File: src/design/dram_cfg_pkg.sv
package dram_cfg_pkg;

    // Word address is {bank, row, col}
    localparam int BANK_W    = 2;
    localparam int ROW_W     = 4;
    localparam int COL_W     = 4;
    localparam int DATA_W    = 16;
    localparam int ADDR_W    = BANK_W + ROW_W + COL_W;
    localparam int ROW_LSB   = COL_W;
    localparam int BANK_LSB  = COL_W + ROW_W;
    localparam int NUM_BANKS = 1 << BANK_W;

    localparam int T_INIT = 20;
    localparam int T_ACT  = 3;
    localparam int T_WR   = 4;
    localparam int T_RD   = 4;
    localparam int T_PRE  = 3;
    localparam int T_REF  = 6;
    localparam int T_REFI = 200;

    localparam int DWELL_W = 4;                  // Wide enough for the longest dwell
    localparam int INIT_W  = $clog2(T_INIT);
    localparam int REFI_W  = $clog2(T_REFI);

    typedef logic [BANK_W-1:0] bank_t;
    typedef logic [ROW_W-1:0]  row_t;
    typedef logic [COL_W-1:0]  col_t;
    typedef logic [DATA_W-1:0] data_t;
    typedef logic [ADDR_W-1:0] addr_t;

endpackage

File: src/design/dram_cmd_pkg.sv
package dram_cmd_pkg;

    typedef enum logic [3:0] {
        POWER_UP,
        IDLE,
        ACTIVATE,
        ACTIVATING,
        WRITE,
        WRITING,
        READ,
        READING,
        PRECHARGE,
        REFRESH
    } cmd_state_t;

    typedef enum logic [1:0] {
        IDLE_R   = 2'b00,
        HIT      = 2'b01,
        MISS     = 2'b10,
        CONFLICT = 2'b11
    } row_stat_t;

    typedef enum logic [2:0] {
        NOP,
        ACT,
        WR,
        RD,
        PRE,
        REF
    } dram_cmd_t;

endpackage

File: src/design/command_fsm.sv
module command_fsm (
    input  logic                       CLK,
    input  logic                       nRST,
    input  logic                       req_wr,
    input  logic                       req_rd,
    input  dram_cfg_pkg::addr_t        req_adr,
    input  dram_cmd_pkg::row_stat_t    row_stat,
    input  logic                       init_done,
    input  logic                       rf_req,
    input  logic                       t_act_done,
    input  logic                       t_wr_done,
    input  logic                       t_rd_done,
    input  logic                       t_pre_done,
    input  logic                       t_ref_done,
    output dram_cmd_pkg::cmd_state_t   cmd_state,
    output logic                       init_req,
    output logic                       row_resolve,
    output logic                       xfer_done,
    output dram_cmd_pkg::dram_cmd_t    dram_cmd,
    output dram_cfg_pkg::bank_t        dram_bank,
    output dram_cfg_pkg::row_t         dram_row,
    output dram_cfg_pkg::col_t         dram_col
);

    dram_cmd_pkg::cmd_state_t state_nxt;
    logic                     first_cyc;    // High on the first cycle spent in a state

    always_ff @(posedge CLK, negedge nRST) begin
        if (!nRST) begin
            cmd_state <= dram_cmd_pkg::POWER_UP;
            first_cyc <= 1'b0;
        end else begin
            cmd_state <= state_nxt;
            first_cyc <= (state_nxt != cmd_state);
        end
    end

    always_comb begin
        state_nxt = cmd_state;
        case (cmd_state)
            dram_cmd_pkg::POWER_UP: begin
                if (init_done) state_nxt = dram_cmd_pkg::IDLE;
            end
            dram_cmd_pkg::IDLE: begin
                // Refresh always passes through PRECHARGE so every bank is closed at REF
                if (rf_req) begin
                    state_nxt = dram_cmd_pkg::PRECHARGE;
                end else if (req_wr || req_rd) begin
                    case (row_stat)
                        dram_cmd_pkg::HIT:
                            state_nxt = req_wr ? dram_cmd_pkg::WRITE : dram_cmd_pkg::READ;
                        dram_cmd_pkg::MISS:     state_nxt = dram_cmd_pkg::ACTIVATE;
                        dram_cmd_pkg::CONFLICT: state_nxt = dram_cmd_pkg::PRECHARGE;
                        default:                state_nxt = dram_cmd_pkg::IDLE;
                    endcase
                end
            end
            dram_cmd_pkg::ACTIVATE: state_nxt = dram_cmd_pkg::ACTIVATING;
            dram_cmd_pkg::ACTIVATING: begin
                if (t_act_done) begin
                    if (rf_req) state_nxt = dram_cmd_pkg::PRECHARGE;  // Access is retried later
                    else state_nxt = req_wr ? dram_cmd_pkg::WRITE : dram_cmd_pkg::READ;
                end
            end
            dram_cmd_pkg::WRITE: state_nxt = dram_cmd_pkg::WRITING;
            dram_cmd_pkg::READ:  state_nxt = dram_cmd_pkg::READING;
            dram_cmd_pkg::WRITING: begin
                if (t_wr_done) state_nxt = dram_cmd_pkg::IDLE;
            end
            dram_cmd_pkg::READING: begin
                if (t_rd_done) state_nxt = dram_cmd_pkg::IDLE;
            end
            dram_cmd_pkg::PRECHARGE: begin
                if (t_pre_done) state_nxt = rf_req ? dram_cmd_pkg::REFRESH : dram_cmd_pkg::IDLE;
            end
            dram_cmd_pkg::REFRESH: begin
                if (t_ref_done) state_nxt = dram_cmd_pkg::IDLE;
            end
            default: state_nxt = dram_cmd_pkg::IDLE;
        endcase
    end

    always_comb begin
        dram_cmd = dram_cmd_pkg::NOP;
        case (cmd_state)
            dram_cmd_pkg::ACTIVATE:  dram_cmd = dram_cmd_pkg::ACT;
            dram_cmd_pkg::WRITE:     dram_cmd = dram_cmd_pkg::WR;
            dram_cmd_pkg::READ:      dram_cmd = dram_cmd_pkg::RD;
            dram_cmd_pkg::PRECHARGE: if (first_cyc) dram_cmd = dram_cmd_pkg::PRE;
            dram_cmd_pkg::REFRESH:   if (first_cyc) dram_cmd = dram_cmd_pkg::REF;
            default:                 dram_cmd = dram_cmd_pkg::NOP;
        endcase
    end

    assign init_req    = (cmd_state == dram_cmd_pkg::POWER_UP);
    assign row_resolve = (cmd_state == dram_cmd_pkg::PRECHARGE);
    assign xfer_done   = ((cmd_state == dram_cmd_pkg::WRITING) && t_wr_done) ||
                         ((cmd_state == dram_cmd_pkg::READING) && t_rd_done);

    assign dram_bank = req_adr[dram_cfg_pkg::BANK_LSB +: dram_cfg_pkg::BANK_W];
    assign dram_row  = req_adr[dram_cfg_pkg::ROW_LSB +: dram_cfg_pkg::ROW_W];
    assign dram_col  = req_adr[dram_cfg_pkg::COL_W-1:0];

endmodule

File: src/design/row_tracker.sv
module row_tracker (
    input  logic                    CLK,
    input  logic                    nRST,
    input  dram_cfg_pkg::addr_t     req_adr,
    input  dram_cmd_pkg::dram_cmd_t dram_cmd,
    input  logic                    row_resolve,
    output dram_cmd_pkg::row_stat_t row_stat
);

    logic [dram_cfg_pkg::NUM_BANKS-1:0] bank_open;
    dram_cfg_pkg::row_t                 open_row [dram_cfg_pkg::NUM_BANKS];
    dram_cfg_pkg::bank_t                req_bank;
    dram_cfg_pkg::row_t                 req_row;

    assign req_bank = req_adr[dram_cfg_pkg::BANK_LSB +: dram_cfg_pkg::BANK_W];
    assign req_row  = req_adr[dram_cfg_pkg::ROW_LSB +: dram_cfg_pkg::ROW_W];

    always_ff @(posedge CLK, negedge nRST) begin
        if (!nRST) begin
            bank_open <= '0;
        end else if (dram_cmd == dram_cmd_pkg::PRE) begin
            bank_open <= '0;                        // Precharge all
        end else if (dram_cmd == dram_cmd_pkg::ACT) begin
            bank_open[req_bank] <= 1'b1;
        end
    end

    always_ff @(posedge CLK) begin
        if (dram_cmd == dram_cmd_pkg::ACT) open_row[req_bank] <= req_row;
    end

    // While banks are being closed the status is not meaningful
    always_comb begin
        if (row_resolve) row_stat = dram_cmd_pkg::IDLE_R;
        else if (!bank_open[req_bank]) row_stat = dram_cmd_pkg::MISS;
        else if (open_row[req_bank] == req_row) row_stat = dram_cmd_pkg::HIT;
        else row_stat = dram_cmd_pkg::CONFLICT;
    end

endmodule

File: src/design/timing_ctrl.sv
module timing_ctrl (
    input  logic                     CLK,
    input  logic                     nRST,
    input  dram_cmd_pkg::cmd_state_t cmd_state,
    input  logic                     init_req,
    output logic                     init_done,
    output logic                     rf_req,
    output logic                     t_act_done,
    output logic                     t_wr_done,
    output logic                     t_rd_done,
    output logic                     t_pre_done,
    output logic                     t_ref_done
);

    dram_cmd_pkg::cmd_state_t              prev_state;
    logic [dram_cfg_pkg::DWELL_W-1:0]      dwell_q;
    logic [dram_cfg_pkg::DWELL_W-1:0]      dwell;
    logic [dram_cfg_pkg::INIT_W-1:0]       init_cnt;
    logic [dram_cfg_pkg::REFI_W-1:0]       refi_cnt;

    assign dwell = (cmd_state != prev_state) ? '0 : dwell_q;   // Zero on the entry cycle

    always_ff @(posedge CLK, negedge nRST) begin
        if (!nRST) begin
            prev_state <= dram_cmd_pkg::POWER_UP;
            dwell_q    <= '0;
        end else begin
            prev_state <= cmd_state;
            dwell_q    <= dwell + 1'b1;     // Wraps in IDLE, which has no dwell
        end
    end

    assign t_act_done = (cmd_state == dram_cmd_pkg::ACTIVATING) &&
                        (dwell == dram_cfg_pkg::DWELL_W'(dram_cfg_pkg::T_ACT - 1));
    assign t_wr_done  = (cmd_state == dram_cmd_pkg::WRITING) &&
                        (dwell == dram_cfg_pkg::DWELL_W'(dram_cfg_pkg::T_WR - 1));
    assign t_rd_done  = (cmd_state == dram_cmd_pkg::READING) &&
                        (dwell == dram_cfg_pkg::DWELL_W'(dram_cfg_pkg::T_RD - 1));
    assign t_pre_done = (cmd_state == dram_cmd_pkg::PRECHARGE) &&
                        (dwell == dram_cfg_pkg::DWELL_W'(dram_cfg_pkg::T_PRE - 1));
    assign t_ref_done = (cmd_state == dram_cmd_pkg::REFRESH) &&
                        (dwell == dram_cfg_pkg::DWELL_W'(dram_cfg_pkg::T_REF - 1));

    assign init_done = (init_cnt == dram_cfg_pkg::INIT_W'(dram_cfg_pkg::T_INIT - 1));

    always_ff @(posedge CLK, negedge nRST) begin
        if (!nRST) init_cnt <= '0;
        else if (init_req && !init_done) init_cnt <= init_cnt + 1'b1;
    end

    // Interval starts after init and restarts when a refresh ends
    always_ff @(posedge CLK, negedge nRST) begin
        if (!nRST) begin
            refi_cnt <= '0;
            rf_req   <= 1'b0;
        end else if (cmd_state == dram_cmd_pkg::REFRESH || cmd_state == dram_cmd_pkg::POWER_UP) begin
            refi_cnt <= '0;
            rf_req   <= 1'b0;
        end else if (!rf_req) begin
            if (refi_cnt == dram_cfg_pkg::REFI_W'(dram_cfg_pkg::T_REFI - 1)) rf_req <= 1'b1;
            else refi_cnt <= refi_cnt + 1'b1;
        end
    end

endmodule

File: src/design/wb_port.sv
module wb_port (
    input  logic                CLK,
    input  logic                nRST,
    input  logic                wb_cyc,
    input  logic                wb_stb,
    input  logic                wb_we,
    input  dram_cfg_pkg::addr_t wb_adr,
    input  dram_cfg_pkg::data_t wb_dat_w,
    input  logic                xfer_done,
    input  dram_cfg_pkg::data_t dram_rdata,
    output dram_cfg_pkg::data_t wb_dat_r,
    output logic                wb_ack,
    output logic                req_wr,
    output logic                req_rd,
    output dram_cfg_pkg::addr_t req_adr,
    output dram_cfg_pkg::data_t dram_wdata
);

    logic accept;

    // The master still holds stb during ack, so that cycle must not start a new request
    assign accept = wb_cyc && wb_stb && !req_wr && !req_rd && !wb_ack;

    always_ff @(posedge CLK, negedge nRST) begin
        if (!nRST) begin
            req_wr <= 1'b0;
            req_rd <= 1'b0;
            wb_ack <= 1'b0;
        end else begin
            wb_ack <= xfer_done;
            if (xfer_done) begin
                req_wr <= 1'b0;
                req_rd <= 1'b0;
            end else if (accept) begin
                req_wr <= wb_we;
                req_rd <= !wb_we;
            end
        end
    end

    always_ff @(posedge CLK) begin
        if (accept) begin
            req_adr    <= wb_adr;
            dram_wdata <= wb_dat_w;
        end
        if (xfer_done && req_rd) wb_dat_r <= dram_rdata;  // Model holds data since the RD
    end

endmodule

File: src/design/dram_ctrl.sv
module dram_ctrl (
    input  logic                    CLK,
    input  logic                    nRST,
    input  logic                    wb_cyc,
    input  logic                    wb_stb,
    input  logic                    wb_we,
    input  dram_cfg_pkg::addr_t     wb_adr,
    input  dram_cfg_pkg::data_t     wb_dat_w,
    output dram_cfg_pkg::data_t     wb_dat_r,
    output logic                    wb_ack,
    output dram_cmd_pkg::dram_cmd_t dram_cmd,
    output dram_cfg_pkg::bank_t     dram_bank,
    output dram_cfg_pkg::row_t      dram_row,
    output dram_cfg_pkg::col_t      dram_col,
    output dram_cfg_pkg::data_t     dram_wdata,
    input  dram_cfg_pkg::data_t     dram_rdata
);

    logic                     req_wr;
    logic                     req_rd;
    dram_cfg_pkg::addr_t      req_adr;
    logic                     xfer_done;
    dram_cmd_pkg::cmd_state_t cmd_state;
    logic                     init_req;
    logic                     row_resolve;
    dram_cmd_pkg::row_stat_t  row_stat;
    logic                     init_done;
    logic                     rf_req;
    logic                     t_act_done;
    logic                     t_wr_done;
    logic                     t_rd_done;
    logic                     t_pre_done;
    logic                     t_ref_done;

    wb_port u_wb_port (
        .CLK(CLK), .nRST(nRST),
        .wb_cyc(wb_cyc), .wb_stb(wb_stb), .wb_we(wb_we), .wb_adr(wb_adr),
        .wb_dat_w(wb_dat_w), .xfer_done(xfer_done), .dram_rdata(dram_rdata),
        .wb_dat_r(wb_dat_r), .wb_ack(wb_ack), .req_wr(req_wr), .req_rd(req_rd),
        .req_adr(req_adr), .dram_wdata(dram_wdata)
    );

    command_fsm u_command_fsm (
        .CLK(CLK), .nRST(nRST),
        .req_wr(req_wr), .req_rd(req_rd), .req_adr(req_adr), .row_stat(row_stat),
        .init_done(init_done), .rf_req(rf_req), .t_act_done(t_act_done),
        .t_wr_done(t_wr_done), .t_rd_done(t_rd_done), .t_pre_done(t_pre_done),
        .t_ref_done(t_ref_done), .cmd_state(cmd_state), .init_req(init_req),
        .row_resolve(row_resolve), .xfer_done(xfer_done), .dram_cmd(dram_cmd),
        .dram_bank(dram_bank), .dram_row(dram_row), .dram_col(dram_col)
    );

    row_tracker u_row_tracker (
        .CLK(CLK), .nRST(nRST),
        .req_adr(req_adr), .dram_cmd(dram_cmd), .row_resolve(row_resolve),
        .row_stat(row_stat)
    );

    timing_ctrl u_timing_ctrl (
        .CLK(CLK), .nRST(nRST),
        .cmd_state(cmd_state), .init_req(init_req), .init_done(init_done),
        .rf_req(rf_req), .t_act_done(t_act_done), .t_wr_done(t_wr_done),
        .t_rd_done(t_rd_done), .t_pre_done(t_pre_done), .t_ref_done(t_ref_done)
    );

endmodule

File: config.mk
export PLATFORM = sky130hd
export DESIGN_NAME = dram_ctrl
export DESIGN_NICKNAME = d
export VERILOG_FILES = /design/src/design/dram_cfg_pkg.sv /design/src/design/dram_cmd_pkg.sv /design/src/design/command_fsm.sv /design/src/design/row_tracker.sv /design/src/design/timing_ctrl.sv /design/src/design/wb_port.sv /design/src/design/dram_ctrl.sv
export SDC_FILE = /design/constraint.sdc
export NUM_CORES = 1
export LEC_CHECK = 0
export ABC_AREA = 1
export BUFFER_PORTS_ARGS = -buffer_cell sky130_fd_sc_hd__buf_2
export CAP_MARGIN = 25
export CORE_ASPECT_RATIO = 0.8
export CORE_UTILIZATION = 54
export DETAILED_ROUTE_END_ITERATION = 7
export GPL_TIMING_DRIVEN = 0
export HOLD_SLACK_MARGIN = 0.02
export PLACE_DENSITY = 0.79
export RECOVER_POWER = 50
export SYNTH_ARGS = -nofsm -noshare
export SYNTH_HDL_FRONTEND = slang
export SYNTH_HIERARCHICAL = 1
export SYNTH_SLANG_ARGS = --single-unit
export TNS_END_PERCENT = 20
File: constraint.sdc
create_clock -name CLK -period 3.55 [get_ports CLK]
set_clock_uncertainty 0.1 [all_clocks]
set_input_delay 0.1775 -clock CLK [delete_from_list [all_inputs] [get_ports CLK]]
set_output_delay 0.1775 -clock CLK [all_outputs]
set_load 0.02 [all_outputs]
Word-level counts from Yosys, hierarchy flattened
Memory sizes are Yosys's and may differ from the RTL's. A register that Yosys moved wholly into a read port is not among the register bits.
Cells that the tools add are included.
Widths: inputs -> output; s select.
{ "classes": {"n_addsub": 3, "bitwise_logic": 1, "eq_ne": 24, "n_reduce_logical": 26, "magnitude_cmp": 2, "muxes": 39} }
{ "ops": {"columns": ["operator", "count"], "rows": [
  ["$mux 4", 13],
  ["$pmux 4 s10", 1],
  ["$mux 8", 3],
  ["$eq 4x3->1 const B", 5],
  ["$eq 4x2->1 const B", 4],
  ["$pmux 3 s5", 1],
  ["$logic_and 1x1->1", 14],
  ["$pmux 4 s3", 1],
  ["$mux 1", 11],
  ["$mux 2", 5],
  ["$add 8x1->8 const B", 1],
  ["$eq 4x4->1 const B", 2],
  ["$eq 8x8->1 const B", 1],
  ["$ne 4x4->1", 2],
  ["$mux 3", 2],
  ["$add 5x1->5 const B", 1],
  ["$eq 5x5->1 const B", 1],
  ["$logic_not 1->1", 5],
  ["$add 4x1->4 const B", 1],
  ["$eq 2x2->1 const B", 2],
  ["$eq 4x1->1 const B", 1],
  ["$eq 4x4->1", 1],
  ["$logic_not 4->1", 1],
  ["$or 4x4->4", 1],
  ["other kinds (12)", 15]
]} }
{ "totals": {"reg_bits": 76, "ramBits": 16, "in_bits": 47, "memories": 1} }
{ "memory_table": {"columns": ["memory", "depth", "width", "rd", "rd_clocked_by_memory_dff", "write_ports", "line", "source"], "rows": [
  ["u_row_tracker.open_row", 4, 4, 1, 1, 1, "row_tracker.sv:11", "dram_cfg_pkg::row_t open_row [dram_cfg_pkg::NUM_BANKS];"]
]} }

Logic depth before layout (Yosys ltp)
Gate-level depths: netlist of run 1.
{ "logic_depth": {"depth_word": 10, "mapped_depth": 21, "mapped_depth_nobuf": 20} }

Hierarchy
Netlist of run 1, hierarchy kept.
{ "by_module_without_submodules": {"columns": ["module", "instances", "seq_area_each_um2", "cells_per_inst", "area_per_inst_um2"], "rows": [
  ["wb_port", 1, 1336.3, 65, 1421.4],
  ["timing_ctrl", 1, 550.5, 182, 1325.0],
  ["row_tracker", 1, 580.6, 112, 960.9],
  ["command_fsm", 1, 125.1, 114, 631.9]
]} }

Least setup slack after synthesis of run 1
Ideal clock, no wire load.
{ "synth_path": {"path_kind": "register -> register", "startpoint": "reg u_command_fsm.cmd_state[0]", "endpoint": "reg u_wb_port.wb_dat_r[0] (enable)", "setup_slack_ns": 1.060, "path_stages_with_launch": 14, "path_buffers": 1, "arrival_time_ns": 2.026, "required_time_ns": 3.086, "period_less_slack_ns": 2.490, "cell_sequence": "dfrtp_1 -> buf_4 -> inv_2 -> nand2_1 -> nand2_1 -> nor2_4 -> nand2_4 -> nor2_2 -> ha_1 -> nand2_1 -> nor2_1 -> a22o_1 -> nand2_1 -> inv_1"} }
{ "synth_between": {"elab_chain_len": 7, "elab_cells_between_ends": 11, "classes_between": "4 x eq/ne; 1 x mux; 6 x reduce/logical"} }
{ "synth_lines": {"columns": ["element", "line", "source"], "rows": [
  ["start, declared", "command_fsm.sv:15", "output dram_cmd_pkg::cmd_state_t cmd_state,"],
  ["start signal, assigned", "command_fsm.sv:30", "cmd_state <= dram_cmd_pkg::POWER_UP;"],
  ["start signal, assigned", "command_fsm.sv:33", "cmd_state <= state_nxt;"],
  ["$ne 4x4->1", "timing_ctrl.sv:21", "assign dwell = (cmd_state != prev_state) ? '0 : dwell_q;"],
  ["$mux 4", "timing_ctrl.sv:21", null],
  ["$eq 4x2->1", "timing_ctrl.sv:38", "(dwell == dram_cfg_pkg::DWELL_W'(dram_cfg_pkg::T_RD - 1));"],
  ["$logic_and 1x1->1 (*)", "timing_ctrl.sv:37", "assign t_rd_done = (cmd_state == dram_cmd_pkg::READING) &&"],
  ["named net t_rd_done", "dram_ctrl.sv:31", "logic t_rd_done;"],
  ["$logic_and 1x1->1 (*)", "command_fsm.sv:98", "((cmd_state == dram_cmd_pkg::READING) && t_rd_done);"],
  ["$logic_or 1x1->1 (*)", "command_fsm.sv:97", "assign xfer_done = ((cmd_state == dram_cmd_pkg::WRITING) && t_wr_done) ||"],
  ["named net xfer_done", "dram_ctrl.sv:22", "logic xfer_done;"],
  ["$logic_and 1x1->1 (*)", "wb_port.sv:46", "if (xfer_done && req_rd) wb_dat_r <= dram_rdata;"],
  ["end signal, assigned", "wb_port.sv:46", null],
  ["end, declared", "wb_port.sv:11", "output dram_cfg_pkg::data_t wb_dat_r,"]
]} }
Mark *: on every way through the listed nets, which the timed path passes. The rest lies on a longest branch.
A chain may end at the register's enable or synchronous reset.

Final worst setup path of run 1
{ "layout_path": {"startpoint": "reg u_command_fsm.cmd_state[0]", "endpoint": "reg u_wb_port.wb_dat_r[1] (enable)"} }
The elaborated chain is that of the path after synthesis.

==> metrics.md, run 1 <==
| Metric | Value |
|---|---|
| Status | `complete, but fails checks` |
| Failing checks | `max-capacitance violations, max-slew violations` |
| Post-Syn Nets | `525` |
| Unique masters post-synth | `31` |
| Tot GR Track Use | `25.16%` |
| R2R Path End | `u_wb_port/wb_dat_r[1]$_DFFE_PP_` |
| Core area | `7602 sq um` |
| WHS Endpoint | `u_wb_port/req_wr$_DFFE_PN0P_` |
| Io pins | `93` |
| CP Launch Type | `register` |
| Final hold vios | `0` |
| Final GP Congestion | `0.8642` |
| Worst Hold Class | `input port to register` |
| Routed Antenna Nets | `0` |
| Wire length of the first global-routing pass | `15.55 mm` |
| Syn-to-layout area delta | `28.26%` |
| Syn Std Cell Area | `4339 sq um` |
| Clock sinks | `92` |
| LEAKAGE | `2.623 nW` |
| Critical-path top delay cell | `dfrtp_1` |
| Worst hold stages | `6` |
| Drt drc | `0` |
| Vias after detailed routing | `3,637` |
| Syn avg cell area | `9.174 sq um` |
| Max stage delay on crit path | `570 ps` |
| Drt via density | `4.975` |
| Die width | `102.2 um` |
| Critical path fanouts, max | `16` |
| Worst-path cell chain | `buf_4, inv_2, nand2_1, nand2_1, nor2_4, nand2_4, nor2_2, ha_1, nand2_1, nor2_1, a22o_1, nand2_1, inv_1` |
| Number of cells produced by synthesis | `473` |
| Max Freq | `335.3 MHz` |
| Ant diodes | `0` |
| Critical Path Sink Type | `register` |
| Largest net degree at the start of global routing | `35` |
| PortBufs | `92` |
| Finished Core Util | `73.21%` |
| Initial DRC Count | `313` |
| Worst r2r src | `u_command_fsm/cmd_state[0]$_DFF_PN0_` |
| Clock Path Buffers | `2` |
| Initial antenna violation count | `0` |
| Critical Path RT | `3450 ps` |
| Most Crowded Layer GR | `met2` |
| Unrepaired setup endpoints after global routing | `false` |
| FF+latch count, synth | `92` |
| Met3 usage | `6.061%` |
| Total grt overflow | `0` |
| Max Slew Vio Count | `35` |
| Worst Tran Pin Value | `1810 ps` |
| Die height | `82.18 um` |
| Minimum clock period | `2983 ps` |
| Period Utilization, post-route | `84.02%` |
| # rows | `28` |
| Die footprint | `8400 sq um` |
| CTS tree | `yes` |
| Final setup TNS | `0 ps` |
| DP HPWL | `6.338 mm` |
| Worst Path Class, Setup | `register to register` |
| Worst-skew pair later-pin latency | `360 ps` |
| WL per Instance | `13.57 um` |
| Clock transition at the registers of the reported paths | `90 ps` |
| Setup violators final | `0` |
| Drt total wl | `9.919 mm` |
| Worst hold start | `wb_cyc` |
| Sequential area share after synthesis | `59.75%` |
| Rel. slew slack | `-20.70%` |
| Met1 GRT Util | `30.66%` |
| CTS root buffer | `clkbuf_8` |
| DP Worst Slack | `640.3 ps` |
| Layout cells sized above 1 | `20.61%` |
| Vias in the first global route | `3,351` |
| Initial Util | `57.08%` |
| Setup ws final | `567.3 ps` |
| TritonCTS Buffers | `9` |
| GR Util met2 | `44.43%` |
| Family with the most delay on the worst path | `simple AND/OR/NAND/NOR gates` |
| Inst Count DP | `671` |
| R2R depth | `13` |
| Pwr per Cell Area | `621.6 nW/um^2` |
| R2R setup slack | `570 ps` |
| Max-cap violation count | `1` |
| Fin cells | `731` |
| Buf/Inv on CP | `3` |
| Peak supply drop | `411.2 uV` |
| NumNets Final | `673` |
| 1st-pass router iterations | `6` |
| CP dominant cell by count | `nand2_1` |
| Signal arrival time at the worst endpoint | `2880 ps` |
| H-Tree Depth | `3` |
| Synth Warn # | `6` |
==> worst max-delay path by stage <==
stage	from	to	slack, ps	depth (start not counted)
after floorplan	u_command_fsm/cmd_state[0]$_DFF_PN0_	u_wb_port/wb_dat_r[0]$_DFFE_PP_	1060	13
after global placement	u_command_fsm/cmd_state[0]$_DFF_PN0_	u_wb_port/wb_dat_r[11]$_DFFE_PP_	650	13
after detailed placement	u_command_fsm/cmd_state[0]$_DFF_PN0_	u_wb_port/wb_dat_r[6]$_DFFE_PP_	640	13
after CTS	u_command_fsm/cmd_state[0]$_DFF_PN0_	u_wb_port/wb_dat_r[1]$_DFFE_PP_	610	13
after global routing	u_command_fsm/cmd_state[0]$_DFF_PN0_	u_wb_port/wb_dat_r[1]$_DFFE_PP_	410	13
final	u_command_fsm/cmd_state[0]$_DFF_PN0_	u_wb_port/wb_dat_r[1]$_DFFE_PP_	570	13
==> stage by stage <==
stage	power [mW]	area (sq um)	hold WS, ps
finish	3.460	5565	168.6
floorplan	2.396	4339	-218.1
CTS	3.438	5592	135.1
global placement	2.635	4931	199.0
detailed placement	2.702	4959	196.5
global route	3.692	5565	180.5
==> synthesized netlist by cell type <==
cell type	instances	area, sq um
nand2_1	150	563.0
xnor2_1	2	17.52
nor3b_1	1	7.510
nand3_2	1	10.01
edfxtp_1	58	1742
nor2_1	51	191.4
dfrtp_1	34	850.8
ha_1	5	62.56
nor2_4	5	56.30
o21ai_2	1	8.760
a21oi_1	6	30.03
o21ai_1	1	5.000
nor2_2	6	37.54
inv_1	65	244.0
xor2_1	2	17.52
a31oi_1	1	6.260
nand3_1	30	150.1
inv_2	8	30.03
or2_2	1	6.260
nand4_1	9	56.30
nand2_2	5	31.28
a21oi_2	1	8.760
nor3_2	1	10.01
nand3b_1	1	7.510
buf_6	1	11.26
o21ai_0	9	45.04
a22o_1	1	8.760
buf_4	12	90.09
nand2_4	1	11.26
nor3_1	3	15.01
o211ai_1	1	7.510
==> tightest hold or removal path: cells and delay by family <==
| kind | cells | cell delay (ps) |
|---|---|---|
| simple gates | 4 | 280 |
| buf+inv | 2 | 130 |
==> routing by layer <==
layer  part of all wire (%)  vias up  wire length (um)
met5                      0        -                 0
met4                    1.9        0               184
met3                    7.0       21               695
met1                     41     1664              4053
met2                     50      166              4984
li1                       -     1786                 -
==> placed cells by master, fill, tap and decap left out, types with 2 or more instances in the layout <==
cell type,n
buf_2,71
o21ai_0,9
clkbuf_8,9
nand4_1,9
dlygate4sd3_1,44
edfxtp_1,58
a21oi_1,6
nand3_1,30
ha_1,5
nor3_1,3
nand2_1,150
nor2_4,5
nor2_1,51
clkinvlp_4,3
clkbuf_1,23
dfrtp_1,34
inv_2,8
buf_4,12
xnor2_1,2
xor2_1,2
nand2_2,5
inv_1,65
nor2_2,6
==> layout make-up <==
type | count | area (sq um)
plain buffers | 13 | 101.3
flip-flops and latches | 92 | 2592
repair buffers | 137 | 902.1
clock inverters | 5 | 61.31
clock buffers | 11 | 131.4
multi-input cells | 295 | 1371
fillers | 567 | 2037
well taps | 105 | 131.4
inverters | 73 | 274.0
==> registers in the layout, indices dropped and copies added (netlist names) <==
signal                    flops
u_wb_port/dram_wdata         16
u_timing_ctrl/prev_state      4
u_wb_port/wb_dat_r           16
u_wb_port/wb_ack              1
u_command_fsm/cmd_state       4
u_row_tracker/bank_open       4
u_wb_port/req_adr            10
u_timing_ctrl/refi_cnt        8
u_timing_ctrl/rf_req          1
u_row_tracker/open_row       16
u_timing_ctrl/init_cnt        5
u_command_fsm/first_cyc       1
u_timing_ctrl/dwell_q         4
u_wb_port/req_wr              1
u_wb_port/req_rd              1
==> kinds of logic (layout without fill, tap and decap cells) <==
logic type               Yosys count  after routing  share of synthesized area [%]
AND/OR/NAND/NOR                  265            265                          26.59
buffers and inverters             86            239                          8.651
XOR/XNOR                           4              4                         0.8075
AO/OA/AOI/OAI                     21             21                          2.768
adder cells (fa/ha/maj)            5              5                          1.442
flip-flops                        92             92                          59.75
==> report_power, final <==
part           switching [mW]  total (mW)  internal [mW]
Clock                   0.370       0.699          0.329
Sequential              0.194        1.52           1.33
Combinational           0.794        1.24          0.445
Total                    1.36        3.46           2.10
==> repair_timing <==
action | CTS | global route
resized for setup | 0 | 0
hold buffers | 44 | 0
hold endpoints to repair | 78 | 0
setup buffers | 0 | 0
Note: power is estimated with default switching activity, not from simulation.
==> inputs of run 2 (changes only) <==
--- a/config.mk
+++ b/config.mk
@@ -9,11 +9,11 @@
 export BUFFER_PORTS_ARGS = -buffer_cell sky130_fd_sc_hd__buf_2
 export CAP_MARGIN = 25
 export CORE_ASPECT_RATIO = 0.8
-export CORE_UTILIZATION = 54
+export CORE_UTILIZATION = 49
 export DETAILED_ROUTE_END_ITERATION = 7
 export GPL_TIMING_DRIVEN = 0
 export HOLD_SLACK_MARGIN = 0.02
-export PLACE_DENSITY = 0.79
+export PLACE_DENSITY = 0.76
 export RECOVER_POWER = 50
 export SYNTH_ARGS = -nofsm -noshare
 export SYNTH_HDL_FRONTEND = slang
==> constraint.sdc (replaced) <==
create_clock -name CLK -period 2.57 [get_ports CLK]
set_clock_uncertainty 0.1 [all_clocks]
set_input_delay 0.1285 -clock CLK [delete_from_list [all_inputs] [get_ports CLK]]
set_output_delay 0.1285 -clock CLK [all_outputs]
set_load 0.02 [all_outputs]
==> run 2 against run 1 <==
Net effect: the run now ends clean; clock power grew 55%; cell count rose by 2.7%; flip-flop and latch count stayed put; fmax rose by 18%; critical endpoint is now u_wb_port/wb_dat_r[12]$_DFFE_PP_; wire length increased by 2.3%; critical path depth is the same; largest power group unchanged; via count rose by 1.0%.
==> metrics.md, run 2 (synthesis gave the netlist of run 1 again) <==
| Metric | Value |
|---|---|
| Status | `completed` |
| Peak supply drop | `558.1 uV (+36%)` |
| Routed Antenna Nets | `0 (unchanged)` |
| CP dominant cell by count | `nor2_4` |
| Max Freq | `397.2 MHz (+18%)` |
| NumNets Final | `686 (+1.9%)` |
| Total grt overflow | `0 (unchanged)` |
| Met2 WL post-DR | `5.035 mm (+1.0%)` |
| Post-route met1 wirelength | `4.170 mm (+2.9%)` |
| Worst-path cell chain | `inv_2, nand2_1, nand2_1, nor2_4, nand2_4, nor2_4, ha_4, nand2_4, nor2_4, a22o_1, nand2_2, clkinvlp_4, clkbuf_16` |
| Drt drc | `0 (unchanged)` |
| Initial Util | `50.93% (-6.2 points)` |
| Syn-to-layout area delta | `33.77%` |
| CTS tree | `yes` |
| PortBufs | `92 (unchanged)` |
| Critical Path Sink Type | `register` |
| Cell area after layout | `5804 sq um (+4.3%)` |
| Die height | `86.17 um (+4.9%)` |
| Top Layer Used | `met4` |
| Wire length of the first global-routing pass | `15.63 mm (+0.49%)` |
| DP Worst Slack | `-425.0 ps (-1065 ps)` |
| Most frequent cells in the layout | `nand2_1 (146), buf_2 (68), inv_1 (63)` |
| Worst-skew pair later-pin latency | `370 ps (about the same)` |
| Commonest non-fill, non-tap cell in the layout | `nand2_1` |
| Max stage delay on crit path | `450 ps (-120 ps)` |
| TritonCTS Buffers | `9 (unchanged)` |
| Family with the most delay on the worst path | `simple AND/OR/NAND/NOR gates` |
| Max Slew Vio Count | `0 (-100%)` |
| Setup violators final | `0 (unchanged)` |
| Setup ws final | `52.56 ps (-514.7 ps)` |
| Placed inst area | `4955 sq um (about the same)` |
| Layout cells sized above 1 | `24.73% (+4.1 points)` |
| Area of the multi-input gates | `1449 sq um (+5.7%)` |
| WL per Instance | `13.51 um (-0.43%)` |
| Die width | `107.2 um (+4.9%)` |
| # rows | `30 (+7.1%)` |
| Initial antenna violation count | `0 (unchanged)` |
| Final setup TNS | `0 ps (unchanged)` |
| Register Area | `2596 sq um (+0.14%)` |
| Vias after detailed routing | `3,674 (+1.0%)` |
| Met3 WL | `788 um (+13%)` |
| Io pins | `93 (unchanged)` |
| Clock sinks | `92 (unchanged)` |
| Period Utilization, post-route | `97.96% (+14 points)` |
| Pwr per Cell Area | `878.6 nW/um^2 (+41%)` |
| Max-cap violation count | `0 (-1)` |
| Buf/Inv on CP | `3 (unchanged)` |
| Largest net degree at the start of global routing | `35 (unchanged)` |
| LEAKAGE | `2.697 nW (+2.8%)` |
| Critical Path RT | `2560 ps (-890 ps)` |
| CP Launch Type | `register` |
| Tot GR Track Use | `22.30% (-2.9 points)` |
| Minimum clock period | `2517 ps (-465.3 ps)` |
| Initial DRC Count | `307 (-1.9%)` |
| Worst Tran Pin Value | `881.3 ps (-929.1 ps)` |
| Fill count | `670 (+18%)` |
| DP HPWL | `6.501 mm (+2.6%)` |
| Largest regs | `u_row_tracker/open_row: 16 flops, u_wb_port/dram_wdata: 16 flops, u_wb_port/wb_dat_r: 16 flops` |
| Clock Path Buffers | `2 (unchanged)` |
| Worst Path Class, Setup | `register to register` |
| H-Tree Depth | `3 (unchanged)` |
| Vias in the first global route | `3,461 (+3.3%)` |
| Drt total wl | `10.15 mm (+2.3%)` |
| Rel. slew slack | `41.18% (+62 points)` |
| Critical path fanouts, max | `7 (-9)` |
| Signal arrival time at the worst endpoint | `2510 ps (-370 ps)` |
| Critical-path top delay cell | `dfrtp_1` |
| Core area | `8521 sq um (+12%)` |
| Final GP Congestion | `0.8883 (+2.8%)` |
| Final hold vios | `0 (unchanged)` |
| Drt via density | `4.892 (-1.7%)` |
| 1st-pass router iterations | `5 (-1)` |
| Ant diodes | `0 (unchanged)` |
| Design Power | `5.099 mW (+47%)` |
| Die footprint | `9238 sq um (+10%)` |
| CTS root buffer | `clkbuf_8` |
| Clock transition at the registers of the reported paths | `90 ps (about the same)` |
| Worst Hold Class | `input port to register` |
run 2: cell count changes in the layout (fill, tap and decap cells not counted), moves of 4 or more:
cell and change:
nor2_4 +4, nand2_1 -4, buf_4 +10, nor2_1 -5
run 2: final cells by class:
cell class	count	area share [%]
Clock inverter	7	1.703
Multi-Input combinational cell	295	24.96
Sequential cell	92	44.73
Clock buffer	9	2.134
Buffer	13	1.811
Tap cell	112	2.414
Inverter	73	4.786
Timing Repair Buffer	150	17.46
run 2: repair_timing:
action                                 CTS  global route
endpoints found under the hold margin   78             0
hold buffers                            44             0
pin swaps                                0            10
resized for setup                        7            19
gates cloned                             0             1
setup endpoints to repair               25            21
setup buffers                            4             8
run 2: worst paths after layout:
check,start,to,slack [ps],cells past startpoint
max,u_command_fsm/cmd_state[2]$_DFF_PN0_,u_wb_port/wb_dat_r[12]$_DFFE_PP_,50,13
min,wb_cyc,u_wb_port/req_rd$_DFFE_PN0P_,100,6
max reg2reg,u_command_fsm/cmd_state[2]$_DFF_PN0_,u_wb_port/wb_dat_r[12]$_DFFE_PP_,50,13
min reg2reg,u_command_fsm/cmd_state[2]$_DFF_PN0_,u_timing_ctrl/prev_state[2]$_DFF_PN0_,410,0
max in group asynchronous,nRST,u_command_fsm/cmd_state[1]$_DFF_PN0_,1560,2
min in group asynchronous,nRST,u_timing_ctrl/refi_cnt[5]$_DFFE_PN0P_,270,2
run 2: worst register-to-register path, cell delays in order (launching register included):
cell and delay [ps]:
dfrtp_1 450, inv_2 70, nand2_1 60, nand2_1 100, nor2_4 170, nand2_4 100
nor2_4 190, ha_4 180, nand2_4 70, nor2_4 140, a22o_1 210, nand2_2 110
clkinvlp_4 150, clkbuf_16 160
run 2: through the flow:
step	hold WS (ps)	std cells	util, %
2_1_floorplan	-267.1	473	-
3_3_place_gp	148.5	677	57.97
3_5_place_dp	152.0	678	58.15
4_1_cts	52.86	742	66.62
5_1_grt	105.4	751	68.12
6_report	98.90	751	68.12
run 2: routing by layer:
layer  vias to the layer above  track usage (%)
met5                         -                0
met4                         0            9.838
met3                        15            5.564
met2                       158            37.30
met1                      1684            27.68
li1                       1817                -
run 2: where the power goes:
| part | switching (mW) | total, mW | leakage (nW) | internal, mW |
|---|---|---|---|---|
| Combinational | 1.23 | 1.96 | 1.65 | 0.736 |
| Clock | 0.525 | 1.08 | 0.110 | 0.552 |
| Sequential | 0.220 | 2.06 | 0.937 | 1.84 |
==> inputs of run 3 (changes only) <==
--- a/config.mk
+++ b/config.mk
@@ -9,11 +9,11 @@
 export BUFFER_PORTS_ARGS = -buffer_cell sky130_fd_sc_hd__buf_2
 export CAP_MARGIN = 25
 export CORE_ASPECT_RATIO = 0.8
-export CORE_UTILIZATION = 49
+export CORE_UTILIZATION = 35
+export CTS_BUF_LIST = sky130_fd_sc_hd__clkbuf_8
 export DETAILED_ROUTE_END_ITERATION = 7
 export GPL_TIMING_DRIVEN = 0
 export HOLD_SLACK_MARGIN = 0.02
-export PLACE_DENSITY = 0.76
 export RECOVER_POWER = 50
 export SYNTH_ARGS = -nofsm -noshare
 export SYNTH_HDL_FRONTEND = slang
==> run 3 against run 2 <==
Net effect: clock power shrank 17%; largest power group unchanged; design area grew 0.52%; sequential share of layout area shrank 0.21 points; core utilization shrank 19 points; fmax grew 1.9%; setup slack gained 46 ps; flip-flop and latch count is the same.
==> metrics.md, run 3 (synthesis gave the netlist of run 1 again) <==
| Metric | Value |
|---|---|
| Status | `completed` |
| Core area | `11,780 sq um (+38%)` |
| DP Worst Slack | `-533.3 ps (-108.3 ps)` |
| Initial antenna violation count | `0 (unchanged)` |
| Worst-skew pair later-pin latency | `370 ps (about the same)` |
| Worst-path cell chain | `buf_6, nand2_1, nand2_2, nor2_4, nand2_4, nor2_4, ha_4, nand2_2, nor2_2, a22o_1, nand2_2, clkinvlp_4, clkbuf_16` |
| Critical-path top delay cell | `dfrtp_2` |
| Clock sinks | `92 (unchanged)` |
| LEAKAGE | `2.721 nW (+0.88%)` |
| Die width | `126.5 um (+18%)` |
| Drt total wl | `9.988 mm (-1.6%)` |
| Wire length of the first global-routing pass | `16.03 mm (+2.6%)` |
| Fill count | `1,102 (+64%)` |
| Buf/Inv on CP | `3 (unchanged)` |
| Critical path fanouts, max | `7 (unchanged)` |
| Total grt overflow | `0 (unchanged)` |
| Signal arrival time at the worst endpoint | `2460 ps (-50 ps)` |
| Worst Tran Pin Value | `776.4 ps (-104.9 ps)` |
| Clock Path Buffers | `2 (unchanged)` |
| Drt drc | `0 (unchanged)` |
| CP Launch Type | `register` |
| Worst Hold Class | `input port to register` |
| CTS tree | `yes` |
| Largest net degree at the start of global routing | `35 (unchanged)` |
| NumNets Final | `690 (+0.58%)` |
| Syn-to-layout area delta | `34.46%` |
| WHS | `79.85 ps (-19.06 ps)` |
| CP dominant cell by count | `nand2_2` |
| TritonCTS Buffers | `9 (unchanged)` |
| Die height | `101.6 um (+18%)` |
| Inst Count DP | `714 (+5.3%)` |
| Routed Antenna Nets | `0 (unchanged)` |
| Unrepaired setup endpoints after global routing | `true` |
| Setup violators final | `0 (unchanged)` |
| Commonest non-fill, non-tap cell in the layout | `nand2_1` |
| Worst Path Class, Setup | `register to register` |
| Drt via density | `4.568 (-6.6%)` |
| Largest regs | `u_row_tracker/open_row: 16 flops, u_wb_port/dram_wdata: 16 flops, u_wb_port/wb_dat_r: 16 flops` |
| Io pins | `93 (unchanged)` |
| Most frequent cells in the layout | `nand2_1 (147), buf_2 (73), inv_1 (66)` |
| Minimum clock period | `2471 ps (-46.06 ps)` |
| Max Slew Vio Count | `0 (unchanged)` |
| Family with the most delay on the worst path | `simple AND/OR/NAND/NOR gates` |
| H-Tree Depth | `3 (unchanged)` |
| Critical Path Sink Type | `register` |
| Design Power | `4.904 mW (-3.8%)` |
| PortBufs | `92 (unchanged)` |
| Final GP Congestion | `0.9295 (+4.6%)` |
| Layout cells sized above 1 | `25.66% (+0.93 points)` |
| Critical Path RT | `2560 ps (about the same)` |
| Max-cap violation count | `0 (unchanged)` |
| Clock transition at the registers of the reported paths | `90 ps (about the same)` |
| Final hold vios | `0 (unchanged)` |
| Period Utilization, post-route | `96.16% (-1.8 points)` |
| Ant diodes | `0 (unchanged)` |
| Setup ws final | `98.62 ps (+46.06 ps)` |
| Rel. slew slack | `48.24% (+7.1 points)` |
| Max Freq | `404.6 MHz (+1.9%)` |
| Die footprint | `12,850 sq um (+39%)` |
| 1st-pass router iterations | `4 (-1)` |
| Max stage delay on crit path | `420 ps (-30 ps)` |
| Finished Core Util | `49.53% (-19 points)` |
| # rows | `35 (+17%)` |
| Peak supply drop | `454.6 uV (-19%)` |
| DP HPWL | `6.764 mm (+4.0%)` |
| Initial DRC Count | `192 (-37%)` |
| CTS root buffer | `clkbuf_8` |
| Pwr per Cell Area | `840.5 nW/um^2 (-4.3%)` |
| Vias in the first global route | `3,447 (-0.40%)` |
| Vias after detailed routing | `3,613 (-1.7%)` |
| Initial Util | `36.83% (-14 points)` |
| WL per Instance | `12.63 um (-6.5%)` |
| Fin cells | `791 (+5.3%)` |
| Tot GR Track Use | `16.14% (-6.2 points)` |
[run 3: cell count changes in the layout (fill, tap and decap cells not counted), moves of 2 or more]
| cell | previous run | this run |
|---|---|---|
| buf_2 | 68 | 73 |
| buf_4 | 22 | 26 |
| bufinv_16 | 2 | 0 |
| clkbuf_1 | 24 | 19 |
| clkbuf_8 | 9 | 11 |
| clkinv_4 | 2 | 0 |
| inv_1 | 63 | 66 |
| nor2_2 | 7 | 10 |
| nor2_4 | 9 | 7 |
| nor3_2 | 2 | 0 |
| nor3_4 | 0 | 2 |
| o21ai_0 | 9 | 7 |
| o21ai_1 | 1 | 3 |
[run 3: report_power, final]
| group | internal, mW | switching, mW | leakage (nW) |
|---|---|---|---|
| combinational | 0.746 | 1.22 | 1.68 |
| clock | 0.398 | 0.500 | 0.102 |
| sequential | 1.84 | 0.201 | 0.935 |
| total | 2.98 | 1.92 | 2.72 |
[run 3: worst reg2reg max path: cells and delay by family, from the launching register on]
kind / cells / cell delay (ps)
AND/OR/NAND/NOR: 8 / 850
buffers and inverters: 3 / 430
flip-flops: 1 / 420
AO/OA/AOI/OAI: 1 / 220
adder cells (fa/ha/maj): 1 / 160
[run 3: final cells by class]
cell class,count,area [sq um],area share [%]
Multi-Input combinational cell,295,1438,24.64
Buffer,13,108.9,1.866
Inverter,73,277.8,4.761
Tap cell,148,185.2,3.174
Timing Repair Buffer,154,1050,17.99
Clock buffer,11,151.4,2.595
Clock inverter,5,26.28,0.4504
Sequential cell,92,2597,44.52
[run 3: routing by layer]
metal / wire length [um] / vias to the layer above / track usage, %
li1: - / 1820 / -
met1: 4486 / 1682 / 20.43
met2: 4818 / 100 / 27.45
met3: 548 / 11 / 3.539
met4: 135 / 0 / 5.839
met5: 0 / - / 0
[run 3: worst paths after layout]
kind | startpoint | to | slack, ps | cells past startpoint
max in group asynchronous | nRST | u_command_fsm/cmd_state[2]$_DFF_PN0_ | 1550 | 2
hold reg to reg | u_command_fsm/cmd_state[2]$_DFF_PN0_ | u_timing_ctrl/prev_state[2]$_DFF_PN0_ | 350 | 0
min in group asynchronous | nRST | u_timing_ctrl/refi_cnt[6]$_DFFE_PN0P_ | 270 | 2
hold / removal | wb_stb | u_wb_port/req_wr$_DFFE_PN0P_ | 80 | 6
setup / recovery | u_command_fsm/cmd_state[0]$_DFF_PN0_ | u_wb_port/wb_dat_r[5]$_DFFE_PP_ | 100 | 13
setup reg to reg | u_command_fsm/cmd_state[0]$_DFF_PN0_ | u_wb_port/wb_dat_r[5]$_DFFE_PP_ | 100 | 13
[run 3: timing repair]
action,CTS,global route
setup endpoints to repair,26,26
hold buffers,44,0
setup buffers,7,9
resized for setup,7,19
endpoints found under the hold margin,78,0
cloned,0,1
pin swaps,1,11
[run 3: per-stage QoR]
step / instance area (sq um) / TNS (ps)
2_1_floorplan: 4339 / 0
4_1_cts: 5699 / 0
3_3_place_gp: 4985 / -8169
6_report: 5834 / 0
3_5_place_dp: 5000 / -9553
5_1_grt: 5834 / -193.8
